File: src/verilog/apbI2cRegPkg.sv
/* APB register map of the I2C bridge. Offsets are byte addresses and both
   control registers are 14 bits wide. A divider below 2 runs as 2 */
`default_nettype none

package apbI2cRegPkg;

	////////////////////////////////////////////////////////////////////////////
	// Register offsets
	////////////////////////////////////////////////////////////////////////////

	// Write pushes the transmit FIFO
	localparam logic [31:0] txDataAddr  = 32'h0000_0000;
	// Read pops the receive FIFO
	localparam logic [31:0] rxDataAddr  = 32'h0000_0004;
	localparam logic [31:0] configAddr  = 32'h0000_0008;
	localparam logic [31:0] timeoutAddr = 32'h0000_000C;
	// Read gives flags, any write clears the sticky error
	localparam logic [31:0] statusAddr  = 32'h0000_0010;

	// Width of configuration and timeout registers
	localparam int regWidth = 14;

	// Configuration fields
	localparam int cfgDivLsb    = 0;
	localparam int cfgDivWidth  = 8;
	localparam int cfgEnableBit = 8;

	// Status word bits
	localparam int stTxEmptyBit = 0;
	localparam int stRxEmptyBit = 1;
	localparam int stBusyBit    = 2;
	localparam int stErrorBit   = 3;
	localparam int stNackBit    = 4;

endpackage

`default_nettype wire

File: src/verilog/i2cFramePkg.sv
/* Frame format of the transmit FIFO. The first word of a frame is a header
   and the words after it carry one data byte each in the low bits */
`default_nettype none

package i2cFramePkg;

	localparam int byteWidth     = 8;
	localparam int wordWidth     = 32;
	// FIFO depth in words, power of two
	localparam int fifoDepth     = 8;
	localparam int fifoAddrWidth = $clog2(fifoDepth);

	// Header view, count of 1 to 255 data bytes
	typedef struct packed {
		logic [wordWidth-2*byteWidth-1:0] rsvd;
		logic [byteWidth-1:0]             count;
		logic                             rd;
		logic [6:0]                       addr;
	} hdrFields;

	// Data view, one byte per word
	typedef struct packed {
		logic [wordWidth-byteWidth-1:0] rsvd;
		logic [byteWidth-1:0]           dataByte;
	} dataFields;

	typedef union packed {
		hdrFields  hdr;
		dataFields dat;
	} txWord;

endpackage

`default_nettype wire

File: src/verilog/apbI2cTop.sv
/* APB to I2C bridge top. SCL and SDA are open drain, the Oe outputs pull the
   line low and the pads are resolved outside */
`default_nettype none
`timescale 1ns/10ps

module apbI2cTop (
	input  wire         PCLK,
	input  wire         PRESETn,
	input  wire         PSELx,
	input  wire         PENABLE,
	input  wire         PWRITE,
	input  wire  [31:0] PADDR,
	input  wire  [31:0] PWDATA,
	output logic [31:0] PRDATA,
	output logic        PREADY,
	output logic        PSLVERR,
	output logic        intTx,
	output logic        intRx,
	output logic        sclOe,
	output logic        sdaOe,
	input  wire         sclIn,
	input  wire         sdaIn
);

	// Transmit path
	logic                              txPush;
	logic [31:0]                       txData;
	logic                              txPop;
	logic                              txFull;
	logic                              txEmpty;
	i2cFramePkg::txWord                txHead;
	// Receive path
	logic                              rxPush;
	logic [i2cFramePkg::byteWidth-1:0] rxByte;
	logic                              rxPop;
	logic [31:0]                       rxData;
	logic                              rxFull;
	logic                              rxEmpty;
	// Control and status
	logic [apbI2cRegPkg::regWidth-1:0] cfgReg;
	logic [apbI2cRegPkg::regWidth-1:0] timeoutReg;
	logic                              errClear;
	logic                              busy;
	logic                              error;
	logic                              nack;

	apbSlave slave (
		.PCLK(PCLK), .PRESETn(PRESETn), .PSELx(PSELx), .PENABLE(PENABLE), .PWRITE(PWRITE),
		.PADDR(PADDR), .PWDATA(PWDATA), .PRDATA(PRDATA), .PREADY(PREADY), .PSLVERR(PSLVERR),
		.txFull(txFull), .rxData(rxData), .rxEmpty(rxEmpty), .txEmpty(txEmpty), .busy(busy),
		.error(error), .nack(nack), .txPush(txPush), .txData(txData), .rxPop(rxPop),
		.cfgReg(cfgReg), .timeoutReg(timeoutReg), .errClear(errClear),
		.intTx(intTx), .intRx(intRx)
	);

	// APB writes in, engine pops headers and data
	syncFifo txFifo (
		.PCLK(PCLK), .PRESETn(PRESETn), .push(txPush), .pushData(txData),
		.pop(txPop), .popData(txHead), .full(txFull), .empty(txEmpty)
	);

	// Received bytes zero extended to a word
	syncFifo rxFifo (
		.PCLK(PCLK), .PRESETn(PRESETn), .push(rxPush),
		.pushData({{(i2cFramePkg::wordWidth - i2cFramePkg::byteWidth){1'b0}}, rxByte}),
		.pop(rxPop), .popData(rxData), .full(rxFull), .empty(rxEmpty)
	);

	i2cMaster engine (
		.PCLK(PCLK), .PRESETn(PRESETn), .cfgReg(cfgReg), .timeoutReg(timeoutReg),
		.errClear(errClear), .txData(txHead), .txEmpty(txEmpty), .rxFull(rxFull),
		.sclIn(sclIn), .sdaIn(sdaIn), .txPop(txPop), .rxPush(rxPush), .rxByte(rxByte),
		.busy(busy), .error(error), .nack(nack), .sclOe(sclOe), .sdaOe(sdaOe)
	);

endmodule

`default_nettype wire

File: src/verilog/apbSlave.sv
/* Zero wait state APB slave. Unmapped offsets, writes to a full transmit FIFO
   and any access while the engine error is set answer with PSLVERR */
`default_nettype none
`timescale 1ns/10ps

module apbSlave (
	input  wire                                    PCLK,
	input  wire                                    PRESETn,
	input  wire                                    PSELx,
	input  wire                                    PENABLE,
	input  wire                                    PWRITE,
	input  wire  [31:0]                            PADDR,
	input  wire  [31:0]                            PWDATA,
	output logic [31:0]                            PRDATA,
	output logic                                   PREADY,
	output logic                                   PSLVERR,
	input  wire                                    txFull,
	input  wire  [31:0]                            rxData,
	input  wire                                    rxEmpty,
	input  wire                                    txEmpty,
	input  wire                                    busy,
	input  wire                                    error,
	input  wire                                    nack,
	output logic                                   txPush,
	output logic [31:0]                            txData,
	output logic                                   rxPop,
	output logic [apbI2cRegPkg::regWidth-1:0]      cfgReg,
	output logic [apbI2cRegPkg::regWidth-1:0]      timeoutReg,
	output logic                                   errClear,
	output logic                                   intTx,
	output logic                                   intRx
);

	logic        access;
	logic        wrAccess;
	logic        rdAccess;
	logic        mapped;
	logic        txFullWrite;
	logic [31:0] statusWord;

	// Access phase, setup phase is ignored
	assign access   = PSELx && PENABLE;
	assign wrAccess = access && PWRITE;
	assign rdAccess = access && !PWRITE;
	assign mapped   = (PADDR == apbI2cRegPkg::txDataAddr) || (PADDR == apbI2cRegPkg::rxDataAddr)
		|| (PADDR == apbI2cRegPkg::configAddr) || (PADDR == apbI2cRegPkg::timeoutAddr)
		|| (PADDR == apbI2cRegPkg::statusAddr);

	// No wait states on any offset
	assign PREADY = access;

	////////////////////////////////////////////////////////////////////////////
	// FIFO strobes
	////////////////////////////////////////////////////////////////////////////

	assign txData      = PWDATA;
	assign txPush      = wrAccess && (PADDR == apbI2cRegPkg::txDataAddr) && !txFull;
	// Dropped write, reported below
	assign txFullWrite = wrAccess && (PADDR == apbI2cRegPkg::txDataAddr) && txFull;
	// Pop in the same cycle the head is shown
	assign rxPop       = rdAccess && (PADDR == apbI2cRegPkg::rxDataAddr) && !rxEmpty;
	assign errClear    = wrAccess && (PADDR == apbI2cRegPkg::statusAddr);

	assign PSLVERR = access && (!mapped || error || txFullWrite);

	// Interrupts straight from FIFO flags
	assign intTx = txEmpty;
	assign intRx = !rxEmpty;

	always_comb
	begin
		statusWord = '0;
		statusWord[apbI2cRegPkg::stTxEmptyBit] = txEmpty;
		statusWord[apbI2cRegPkg::stRxEmptyBit] = rxEmpty;
		statusWord[apbI2cRegPkg::stBusyBit]    = busy;
		statusWord[apbI2cRegPkg::stErrorBit]   = error;
		statusWord[apbI2cRegPkg::stNackBit]    = nack;
	end

	// Read mux, zero outside read access
	always_comb
	begin
		PRDATA = '0;
		if (rdAccess)
		begin
			case (PADDR)
				apbI2cRegPkg::rxDataAddr:  PRDATA = rxEmpty ? '0 : rxData;
				apbI2cRegPkg::configAddr:  PRDATA = {{(32 - apbI2cRegPkg::regWidth){1'b0}}, cfgReg};
				apbI2cRegPkg::timeoutAddr:
					PRDATA = {{(32 - apbI2cRegPkg::regWidth){1'b0}}, timeoutReg};
				apbI2cRegPkg::statusAddr:  PRDATA = statusWord;
				default:                   PRDATA = '0;
			endcase
		end
	end

	// Control registers keep the low bits of the write
	always_ff @(posedge PCLK)
	begin
		if (!PRESETn)
		begin
			cfgReg     <= '0;
			timeoutReg <= '0;
		end
		else if (wrAccess)
		begin
			if (PADDR == apbI2cRegPkg::configAddr)
				cfgReg <= PWDATA[apbI2cRegPkg::regWidth-1:0];
			if (PADDR == apbI2cRegPkg::timeoutAddr)
				timeoutReg <= PWDATA[apbI2cRegPkg::regWidth-1:0];
		end
	end

	// Ready only comes out of a proper setup phase
	assert property (@(posedge PCLK) disable iff (!PRESETn)
		$rose(PREADY) |-> $past(PSELx && !PENABLE));
	// A push lands in the transmit FIFO on the next cycle
	assert property (@(posedge PCLK) disable iff (!PRESETn)
		txPush |=> !txEmpty);

endmodule

`default_nettype wire

File: src/verilog/i2cMaster.sv
/* Single master I2C engine, 7-bit addresses, no clock stretching, no repeated
   START. Error is sticky until errClear and blocks new frames */
`default_nettype none
`timescale 1ns/10ps

module i2cMaster (
	input  wire                                  PCLK,
	input  wire                                  PRESETn,
	input  wire  [apbI2cRegPkg::regWidth-1:0]    cfgReg,
	input  wire  [apbI2cRegPkg::regWidth-1:0]    timeoutReg,
	input  wire                                  errClear,
	input  wire  i2cFramePkg::txWord             txData,
	input  wire                                  txEmpty,
	input  wire                                  rxFull,
	input  wire                                  sclIn,
	input  wire                                  sdaIn,
	output logic                                 txPop,
	output logic                                 rxPush,
	output logic [i2cFramePkg::byteWidth-1:0]    rxByte,
	output logic                                 busy,
	output logic                                 error,
	output logic                                 nack,
	output logic                                 sclOe,
	output logic                                 sdaOe
);

	typedef logic [apbI2cRegPkg::cfgDivWidth-1:0] divT;
	typedef logic [i2cFramePkg::byteWidth-1:0]    byteT;
	typedef logic [apbI2cRegPkg::regWidth-1:0]    regT;
	typedef enum logic [2:0] {sIdle, sStart, sByte, sNext, sStop, sDrain} frameState;

	frameState state;
	divT       cfgDiv;
	divT       divEff;
	divT       half;
	divT       divCnt;
	logic      tick;
	logic      mid;
	logic      enable;
	logic      sclPhase;
	logic [3:0] bitCnt;
	byteT      shReg;
	byteT      count;
	logic      rdFlag;
	logic      addrPhase;
	logic      txMode;
	regT       waitCnt;
	logic      startPop;
	logic      wrFetch;
	logic      rdStore;
	logic      drainPop;
	logic      waiting;
	logic      timedOut;

	////////////////////////////////////////////////////////////////////////////
	// Bit timing
	////////////////////////////////////////////////////////////////////////////

	assign enable = cfgReg[apbI2cRegPkg::cfgEnableBit];
	assign cfgDiv = cfgReg[apbI2cRegPkg::cfgDivLsb +: apbI2cRegPkg::cfgDivWidth];
	// Half SCL period, clamped to 2
	assign divEff = (cfgDiv < divT'(2)) ? divT'(2) : cfgDiv;
	assign half   = divEff >> 1;
	// Tick ends a half period, mid moves SDA inside it
	assign tick   = (divCnt == divEff - divT'(1));
	assign mid    = (divCnt == half - divT'(1));

	// Address byte and write data go out, read data comes in
	assign txMode = addrPhase || !rdFlag;

	////////////////////////////////////////////////////////////////////////////
	// FIFO handshakes
	////////////////////////////////////////////////////////////////////////////

	assign startPop = (state == sIdle) && enable && !error && !txEmpty;
	assign wrFetch  = (state == sNext) && !rdFlag && (count != '0) && !txEmpty;
	assign rdStore  = (state == sNext) && rdFlag && !addrPhase && !rxFull;
	assign drainPop = (state == sDrain) && (count != '0) && !txEmpty;
	assign txPop    = startPop || wrFetch || drainPop;
	assign rxPush   = rdStore;
	assign rxByte   = shReg;
	assign busy     = (state != sIdle);

	// Stalls with SCL held low, counted against the timeout
	assign waiting  = (state == sNext) && ((!rdFlag && (count != '0) && txEmpty)
		|| (rdFlag && !addrPhase && rxFull));
	assign timedOut = waiting && (timeoutReg != '0) && (waitCnt == timeoutReg);

	always_ff @(posedge PCLK)
	begin
		if (!PRESETn)
		begin
			state     <= sIdle;
			sclPhase  <= 1'b0;
			divCnt    <= '0;
			bitCnt    <= '0;
			addrPhase <= 1'b0;
			waitCnt   <= '0;
			error     <= 1'b0;
			nack      <= 1'b0;
			sclOe     <= 1'b0;
			sdaOe     <= 1'b0;
		end
		else
		begin
			// Divider only runs while the bus is being clocked
			if (state == sStart || state == sByte || state == sStop)
				divCnt <= tick ? '0 : divCnt + divT'(1);
			else
				divCnt <= '0;
			waitCnt <= waiting ? waitCnt + regT'(1) : '0;
			if (errClear)
			begin
				error <= 1'b0;
				nack  <= 1'b0;
			end
			case (state)
				sIdle:
					// Header word starts a frame
					if (startPop)
					begin
						rdFlag    <= txData.hdr.rd;
						count     <= txData.hdr.count;
						shReg     <= {txData.hdr.addr, txData.hdr.rd};
						addrPhase <= 1'b1;
						state     <= sStart;
					end
				sStart:
				begin
					// SDA falls while SCL is high
					if (mid)
						sdaOe <= 1'b1;
					if (tick)
					begin
						sclOe    <= 1'b1;
						sclPhase <= 1'b0;
						bitCnt   <= '0;
						state    <= sByte;
					end
				end
				sByte:
				begin
					// Eight data bits then the ACK slot
					if (mid && !sclPhase)
					begin
						if (bitCnt < 4'd8)
							sdaOe <= txMode && !shReg[7];
						else
							sdaOe <= !txMode && (count != byteT'(1));
					end
					if (tick && !sclPhase)
					begin
						sclOe    <= 1'b0;
						sclPhase <= 1'b1;
					end
					else if (tick)
					begin
						sclOe    <= 1'b1;
						sclPhase <= 1'b0;
						if (bitCnt < 4'd8)
						begin
							shReg  <= {shReg[6:0], sdaIn};
							bitCnt <= bitCnt + 4'd1;
						end
						else if (txMode && sdaIn)
						begin
							// Ninth pulse sampled high, no ACK
							nack  <= 1'b1;
							error <= 1'b1;
							state <= sStop;
						end
						else
							state <= sNext;
					end
				end
				sNext:
				begin
					bitCnt <= '0;
					if (timedOut)
					begin
						error <= 1'b1;
						state <= sStop;
					end
					else if (rdFlag && addrPhase)
					begin
						addrPhase <= 1'b0;
						state     <= (count == '0) ? sStop : sByte;
					end
					else if (rdStore)
					begin
						count <= count - byteT'(1);
						state <= (count == byteT'(1)) ? sStop : sByte;
					end
					else if (!rdFlag && (count == '0))
					begin
						addrPhase <= 1'b0;
						state     <= sStop;
					end
					else if (wrFetch)
					begin
						addrPhase <= 1'b0;
						shReg     <= txData.dat.dataByte;
						count     <= count - byteT'(1);
						state     <= sByte;
					end
				end
				sStop:
				begin
					// Pull SDA in the low half, release it in the high half
					if (mid)
						sdaOe <= !sclPhase;
					if (tick && !sclPhase)
					begin
						sclOe    <= 1'b0;
						sclPhase <= 1'b1;
					end
					else if (tick)
					begin
						sclPhase <= 1'b0;
						state    <= (error && !rdFlag && (count != '0)) ? sDrain : sIdle;
					end
				end
				sDrain:
					// Discard data words left from the failed frame
					if (drainPop)
						count <= count - byteT'(1);
					else
						state <= sIdle;
				default:
					state <= sIdle;
			endcase
		end
	end

	// Data line is stable while the clock line is high, START and STOP aside
	assert property (@(posedge PCLK) disable iff (!PRESETn)
		($changed(sdaOe) && (state != sStart) && !(state == sStop && sclPhase)) |-> !sclIn);

endmodule

`default_nettype wire

File: src/verilog/syncFifo.sv
/* Single clock FIFO of 32-bit words. Head word is visible without a pop,
   a push when full or a pop when empty is ignored */
`default_nettype none
`timescale 1ns/10ps

module syncFifo (
	input  wire                                  PCLK,
	input  wire                                  PRESETn,
	input  wire                                  push,
	input  wire  [i2cFramePkg::wordWidth-1:0]    pushData,
	input  wire                                  pop,
	output logic [i2cFramePkg::wordWidth-1:0]    popData,
	output logic                                 full,
	output logic                                 empty
);

	// Pointers carry one extra wrap bit
	typedef logic [i2cFramePkg::fifoAddrWidth:0] ptrT;

	logic [i2cFramePkg::wordWidth-1:0] mem [i2cFramePkg::fifoDepth];
	ptrT                               wrPtr;
	ptrT                               rdPtr;

	// Same index, different wrap bit means full
	assign full  = (wrPtr[i2cFramePkg::fifoAddrWidth] != rdPtr[i2cFramePkg::fifoAddrWidth])
		&& (wrPtr[i2cFramePkg::fifoAddrWidth-1:0] == rdPtr[i2cFramePkg::fifoAddrWidth-1:0]);
	assign empty = (wrPtr == rdPtr);

	// Head of queue
	assign popData = mem[rdPtr[i2cFramePkg::fifoAddrWidth-1:0]];

	// Storage
	always_ff @(posedge PCLK)
	begin
		if (push && !full)
			mem[wrPtr[i2cFramePkg::fifoAddrWidth-1:0]] <= pushData;
	end

	// Pointers
	always_ff @(posedge PCLK)
	begin
		if (!PRESETn)
		begin
			wrPtr <= '0;
			rdPtr <= '0;
		end
		else
		begin
			if (push && !full)
				wrPtr <= wrPtr + ptrT'(1);
			if (pop && !empty)
				rdPtr <= rdPtr + ptrT'(1);
		end
	end

	// Both users must respect the flags
	assert property (@(posedge PCLK) disable iff (!PRESETn) push |-> !full);
	assert property (@(posedge PCLK) disable iff (!PRESETn) pop |-> !empty);

endmodule

`default_nettype wire
File: config.mk
export PLATFORM = sky130hd
export DESIGN_NAME = apbI2cTop
export DESIGN_NICKNAME = d
export VERILOG_FILES = /design/src/verilog/apbI2cRegPkg.sv /design/src/verilog/i2cFramePkg.sv /design/src/verilog/apbI2cTop.sv /design/src/verilog/apbSlave.sv /design/src/verilog/i2cMaster.sv /design/src/verilog/syncFifo.sv
export SDC_FILE = /design/constraint.sdc
export NUM_CORES = 1
export LEC_CHECK = 0
export ABC_AREA = 1
export BUFFER_PORTS_ARGS = -buffer_cell sky130_fd_sc_hd__buf_2
export CORE_MARGIN = 5
export CORE_UTILIZATION = 50
export DETAILED_ROUTE_END_ITERATION = 16
export GPL_ROUTABILITY_DRIVEN = 0
export HOLD_SLACK_MARGIN = 0.08
export PLACE_DENSITY = 0.74
export SYNTH_ARGS = -nofsm -noshare
export SYNTH_HDL_FRONTEND = slang
export SYNTH_SLANG_ARGS = --single-unit
File: constraint.sdc
create_clock -name PCLK -period 10.6 [get_ports PCLK]
set_input_delay 1.59 -clock PCLK [delete_from_list [all_inputs] [get_ports PCLK]]
set_output_delay 1.59 -clock PCLK [all_outputs]
set_load 0.1 [all_outputs]
==> metrics.md, run 1 <==
| Metric | Value |
|---|---|
| Outcome | `finished, final reports clean` |
| Utilization after layout | `56.97%` |
| Fill cells | `approximately 2,200` |
| Root buffer cell | `clkbuf_16` |
| Pin count of the biggest net entering global routing | `66` |
| Synth cell types | `46` |
| CP max stage cell | `a21oi_1` |
| Mapped Avg Cell Area | `9.470 um2` |
| # DRC | `0` |
| Reg2Reg Setup Slack | `7.26 ns` |
| Seq cells post-synth | `294` |
| Top-count cell post-synth | `nand2_1` |
| Die X | `174.6 um` |
| Hold_buf cts | `0` |
| WL final | `32.65 mm` |
| Synthesized area | `13,550 um2` |
| Final cell count without fillers | `1,867` |
| Routing usage on met2 | `between 30 and 40%` |
| Most frequent cells after synthesis | `nand2_1, edfxtp_1, nor2_1` |
| Hpwl dp | `21.53 mm` |
| Initial antenna violation count | `3` |
| Gate Count Post-Synth | `roughly 1,400` |
| Top cells by area, synth | `edfxtp_1, dfxtp_1, nand2_1` |
| PortBufs | `73` |
| GR Overflow Total | `0` |
| RSZ-0062 raised after global routing | `false` |
| Crit-path max FO | `5` |
| Leak | `5.854 nW` |
| Routed Antenna Nets | `0` |
| Area after DPL | `14,210 um2` |
| Row Count | `60` |
| Area occupied by multi-input gates | `~4800 um2` |
| Top_reg_cell synth | `edfxtp_1` |
| Area leader, netlist | `edfxtp_1` |
| H-tree depth | `1` |
| Synth warn | `0` |
| Post-synth EDFFs | `209` |
| Fin crit period | `5.763 ns` |
| Avg WL per Cell | `17.49 um` |
| Core area | `26,800 um2` |
| Synth top area share | `approximately 46%` |
| Detailed Routing Iterations Pass 1 | `5` |
| Post-synthesis sequential area ratio | `58.87%` |
| Height of the die | `174.6 um` |
| Async S/R FF share, synth | `0%` |
| Post-CTS Resized | `0` |
| Dpl cells | `1,808` |
| VDD IR max | `0.0001318 V` |
| Vias/cell | `5.550` |
| # nets final | `1,585` |
| Crit path launch type | `input port` |
| Fin area | `15,270 um2` |
| Num CTS Buffers | `31` |
| Starting Density | `roughly half` |
| CP cell instances | `buf_2 -> nor2_1 -> nand2_1 -> nor2_1 -> nand2_1 -> nor3_2 -> nand3_1 -> nor2_1 -> inv_1 -> a21oi_1 -> a211oi_1 -> nor2_1 -> buf_2` |
| Hold Crit Class | `flop to flop` |
| Worst setup EP type | `output pin` |
| Clock skew | `around 0.018 ns` |
| I/O pins | `109` |
| FMAX | `173.5 MHz` |
| Area Overhead vs Synth | `12.68%` |
| Register area | `7979 um2` |
| Max-Cap Viols | `0` |
| CTS tree | `yes` |
| Total GRT Usage | `21.12%` |
| First-pass GRT wire length | `52.34 mm` |
| Met3 usage | `3.072%` |
| Final hold violations | `0` |
| Worst skew pair latency | `0.57 ns` |
| GR Util met1 | `roughly 28%` |
| Via Count | `between 10,000 and 15,000` |
| # setup viols final | `0` |
| GRT busiest layer | `met2` |
| Crit path kind | `input port to output pin` |
| Share of layout cells above drive strength 1 | `approximately an eighth` |
| Critical Path AT | `roughly 4.2 ns` |
| Iteration-0 DRC count of the detailed router | `1,149` |
| Power per cell area | `176.1 nW/um2` |
| Clock slew at reported path FFs | `0.07 ns` |
| Peak per-stage delay on the critical path | `0.47 ns` |
| Relative slew slack | `27.65%` |
| Worst-margin pin slew | `1.084 ns` |
| CP dominant cell by count | `nor2_1` |
| Clk buf depth | `3` |
| Setup TNS | `0 ns` |
| Final period util | `54.37%` |
| Vias in the first global route | `9,952` |
| WP data required | `9.01 ns` |
| Fin. max-slew vios | `0` |
| Setup bufs post-CTS | `0` |
| Die Area | `a little over 30,000 um2` |
| Clk sinks | `294` |
-- critical path, delay by kind of cell --
family / cells / cell delay (ns)
AOI/OAI and AO/OA: 2 / 0.58
and+or+nand+nor: 8 / 1.23
buffers and inverters: 3 / 0.76
-- cell type report --
cell class / instances / share of cell area [%]
tap: 341 / 2.794
inverter: 130 / 3.196
sequential: 294 / 52.25
multi-input combinational: 950 / 31.47
antenna: 1 / 0.01639
clock buffer: 44 / 6.293
timing repair buffer: 93 / 3.376
clock inverter: 14 / 0.6064
-- power by group --
part / internal, W / total, W / switching, W / leakage (nW)
sequential: 0.00129 / 0.00133 / 0.0000444 / 2.57
clock: 0.000633 / 0.00108 / 0.000446 / 0.526
combinational: 0.0000756 / 0.000277 / 0.000201 / 2.76
total: 0.00200 / 0.00269 / 0.000691 / 5.85
-- per-stage QoR --
step / total power [W] / hold slack (ns) / setup WS [ns]
2_1_floorplan: 0.001552 / 0.4417 / 4.482
3_3_place_gp: 0.001621 / 0.4567 / 4.857
3_5_place_dp: 0.001630 / 0.4605 / 4.821
4_1_cts: 0.002699 / 0.4704 / 4.802
5_1_grt: 0.002788 / 0.4955 / 4.558
6_report: 0.002690 / 0.4694 / 4.837
-- layer usage --
metal	vias to the layer above	share of wire (%)	wire, um
li1	5025	-	-
met1	4908	42	13730
met2	358	49	15850
met3	67	6.3	2053
met4	4	3.1	1002
met5	-	0.043	14
-- logic make-up after synthesis --
group / synth area share [%]
other cells: 0.02767
xor+xnor: 2.585
compound gates: 11.69
fa+ha+maj: 1.293
flops: 58.87
simple gates: 19.13
buf+inv: 6.407
-- cell usage in the layout (no fill, tap or decap), types with 18 or more instances in the layout --
cell type / count
o21ai_0: 134
nor3_1: 26
conb_1: 18
nand2_1: 239
edfxtp_1: 209
buf_2: 73
inv_1: 126
buf_4: 20
a21oi_1: 79
nor2_1: 187
dfxtp_1: 84
o22ai_1: 30
nand3_1: 82
clkbuf_16: 34
xor2_1: 23
-- registers in the layout, summed over array words and instances (netlist names), named ones only --
| register | cells |
|---|---|
| engine.nack | 1 |
| engine.error | 1 |
| txFifo.rdPtr | 4 |
| rxFifo.mem | 64 |
| engine.rxByte | 8 |
| engine.count | 8 |
| engine.divCnt | 8 |
| slave.cfgReg | 14 |
| rxFifo.rdPtr | 4 |
| txFifo.mem | 128 |
| engine.bitCnt | 4 |
| engine.addrPhase | 1 |
| engine.waitCnt | 14 |
| slave.timeoutReg | 14 |
| engine.sclPhase | 1 |
| engine.rdFlag | 1 |
| engine.state | 3 |
| txFifo.wrPtr | 4 |
| engine.sdaOe | 1 |
| rxFifo.wrPtr | 4 |
| engine.sclOe | 1 |
-- final timing paths --
check	cells after the start	from	end
worst min-delay path	2	engine.nack	engine.nack
worst max-delay path	13	PADDR[23]	PRDATA[1]
worst max register to register	17	slave.cfgReg[5]	engine.rxByte[6]
worst min register to register	2	engine.nack	engine.nack
Note: power is estimated with default switching activity, not from simulation.
==> run 2, diff against run 1 <==
--- a/config.mk
+++ b/config.mk
@@ -5,14 +5,14 @@
 export SDC_FILE = /design/constraint.sdc
 export NUM_CORES = 1
 export LEC_CHECK = 0
-export ABC_AREA = 1
+export ABC_AREA = 0
 export BUFFER_PORTS_ARGS = -buffer_cell sky130_fd_sc_hd__buf_2
 export CORE_MARGIN = 5
 export CORE_UTILIZATION = 50
 export DETAILED_ROUTE_END_ITERATION = 16
 export GPL_ROUTABILITY_DRIVEN = 0
 export HOLD_SLACK_MARGIN = 0.08
-export PLACE_DENSITY = 0.74
+export PLACE_DENSITY = 0.77
 export SYNTH_ARGS = -nofsm -noshare
 export SYNTH_HDL_FRONTEND = slang
 export SYNTH_SLANG_ARGS = --single-unit
==> constraint.sdc (replaced) <==
create_clock -name PCLK -period 4.8 [get_ports PCLK]
set_input_delay 0.72 -clock PCLK [delete_from_list [all_inputs] [get_ports PCLK]]
set_output_delay 0.72 -clock PCLK [all_outputs]
set_load 0.1 [all_outputs]
==> run 2 against run 1 <==
Clock-buffer cell count shrank 13. Total power grew 110%. Sequential cell count is the same. Synthesized area shrank 1.2%. Clock skew shrank 0.0071 ns. Critical path type is now flop to flop. Combinational power grew 66%.
==> metrics.md, run 2 <==
| Metric | Value |
|---|---|
| Die Area | `30,140 um2` |
| Hold_buf cts | `0` |
| Most frequent cells after synthesis | `edfxtp_1, nor2_1, dfxtp_1` |
| Fill cells | `between 2,000 and 2,500` |
| Routed Antenna Nets | `0` |
| Total GRT Usage | `19.17%` |
| Root buffer cell | `clkbuf_16` |
| Final Hold Slack | `0.4555 ns` |
| # setup viols final | `0` |
| Critical path's top delay family | `simple AND/OR/NAND/NOR gates` |
| Share of layout cells above drive strength 1 | `20.28%` |
| Worst-margin pin slew | `about 1.1 ns` |
| # nets final | `1,187` |
| Synth warn | `0` |
| Crit-path max FO | `10` |
| Most common cell after layout, fill and taps aside | `edfxtp_1` |
| Setup TNS | `0 ns` |
| Max reg flops | `128` |
| H-tree depth | `1` |
| Num CTS Buffers | `29` |
| Post-synthesis sequential area ratio | `59.61%` |
| Outcome | `finished, final reports clean` |
| Peak per-stage delay on the critical path | `0.91 ns` |
| Final hold violations | `0` |
| Synth cell types | `71` |
| Avg WL per Cell | `20.22 um` |
| Gate Count Post-Synth | `1,014` |
| Clock skew | `between 0.01 and 0.015 ns` |
| Power per cell area | `around 370 nW/um2` |
| Worst setup EP type | `flop` |
| Hpwl dp | `20.16 mm` |
| Detailed Routing Iterations Pass 1 | `5` |
| RSZ-0062 raised after global routing | `false` |
| Via Count | `8,511` |
| Vias/cell | `between 5 and 6` |
| FMAX | `between 200 and 250 MHz` |
| Synthesized area | `13,380 um2` |
| Clk buf depth | `3` |
| # DRC | `0` |
| Post-synth EDFFs | `roughly 210` |
| Top_reg_cell synth | `edfxtp_1` |
| Area leader, netlist | `edfxtp_1` |
| Relative slew slack | `roughly 25%` |
| Crit. path cell count | `13` |
| Vias in the first global route | `8,498` |
| First-pass GRT wire length | `roughly 47 mm` |
| Async S/R FF share, synth | `0%` |
| Clk sinks | `294` |
| Post-CTS Resized | `0` |
| Synth top area share | `46.89%` |
| Worst skew pair latency | `about 0.55 ns` |
| Row Count | `59` |
| Height of the die | `about 170 um` |
| Area Overhead vs Synth | `13.14%` |
| Mapped Avg Cell Area | `13.20 um2` |
| Pin count of the biggest net entering global routing | `between 50 and 60` |
| Most frequent cells in the layout | `edfxtp_1, nor2_1, dfxtp_1` |
| Initial antenna violation count | `5` |
| Crit path kind | `flop to flop` |
| Worst Hold Depth | `1` |
| Clock slew at reported path FFs | `0.06 ns` |
| FF-to-FF path depth | `13` |
| Critical Path AT | `between 4 and 5 ns` |
| Core area | `26,210 um2` |
| Max-Cap Viols | `0` |
| Die X | `173.6 um` |
| I/O pins | `109` |
| Hold Crit Class | `input port to flop` |
| CP max stage cell | `nor3b_1` |
| WP data required | `4.96 ns` |
| Setup bufs post-CTS | `0` |
| CTS tree | `yes` |
| WP buf/inv | `1` |
| WL final | `29.52 mm` |
| Fin. max-slew vios | `0` |
| Top-count cell post-synth | `edfxtp_1` |
| Leak | `5.343 nW` |
| Seq cells post-synth | `294` |
| Final period util | `88.39%` |
| Top cells by area, synth | `edfxtp_1, dfxtp_1, mux4_2` |
| Starting Density | `51.07%` |
| PortBufs | `73` |
| VDD IR max | `0.0003592 V` |
| Iteration-0 DRC count of the detailed router | `834` |
| CP cell instances | `or3_1 -> nor2_1 -> nor2_1 -> ha_1 -> nor3b_2 -> nand2_1 -> nor3b_1 -> or2_1 -> or3_1 -> inv_1 -> ha_1 -> o31a_1 -> nor3b_1` |
| Fin crit period | `4.243 ns` |
| GR Overflow Total | `0` |
| Crit path launch type | `flop` |
[run 2: layout make-up]
class | count | area, um2 | share of cell area [%]
Tap cell | 335 | 419.2 | 2.768
Antenna cell | 1 | 2.502 | 0.01652
Multi-Input combinational cell | 655 | 5102 | 33.69
Clock buffer | 31 | 733.2 | 4.842
Sequential cell | 294 | 7979 | 52.69
Inverter | 15 | 56.30 | 0.3718
Timing Repair Buffer | 107 | 620.6 | 4.098
Clock inverter | 22 | 230.2 | 1.520
[run 2: worst register-to-register path: cells and delay by family, from the launching register on]
| family | cells | cell delay [ns] |
|---|---|---|
| buffers and inverters | 1 | 0.07 |
| AND/OR/NAND/NOR | 9 | 2.38 |
| AO/OA/AOI/OAI | 1 | 0.35 |
| adder cells (fa/ha/maj) | 2 | 0.52 |
| flip-flops | 1 | 0.54 |
[run 2: metal layers]
layer	vias up	GRT usage (%)	share of wire [%]	wire, um
met3	53	4.057	9.3	2750
met2	352	32.62	48	14180
met4	8	4.586	2.0	592
li1	3966	-	-	-
met5	-	0	0.19	56
met1	4132	25.45	40	11940
[run 2: kinds of logic after synthesis]
kind of cell | synth area share, %
AOI/OAI and AO/OA | 5.880
adders and majority gates | 1.309
buffers and inverters | 3.038
and+or+nand+nor | 11.62
other | 0.02802
xor gates and xnor gates | 4.712
DFF | 59.61
muxes | 13.81
[run 2: final timing paths]
path	from	endpoint	slack [ns]
worst max-delay path	slave.cfgReg[3]	engine.rxByte[6]	0.56
worst min-delay path	PWDATA[15]	txFifo.mem[3][15]	0.46
worst max register to register	slave.cfgReg[3]	engine.rxByte[6]	0.56
worst min register to register	engine.nack	engine.nack	0.46
[run 2: power by group]
part	switching (W)	internal, W	leakage [nW]
sequential	0.0000480	0.00277	2.56
combinational	0.000335	0.000123	2.32
clock	0.000948	0.00132	0.457
total	0.00133	0.00422	5.34
[run 2: through the flow]
step           cells  power [W]  util [%]  setup slack, ns  cell area, um2
2_1_floorplan   1031   0.003207         -           0.5636           13460
3_3_place_gp    1406   0.003314     54.10           0.6361           14180
3_5_place_dp    1406   0.003326     54.10           0.5969           14180
4_1_cts         1459   0.005588     57.78           0.5649           15140
5_1_grt         1460   0.005741     57.78           0.2131           15140
6_report        1460   0.005549     57.78           0.5571           15140
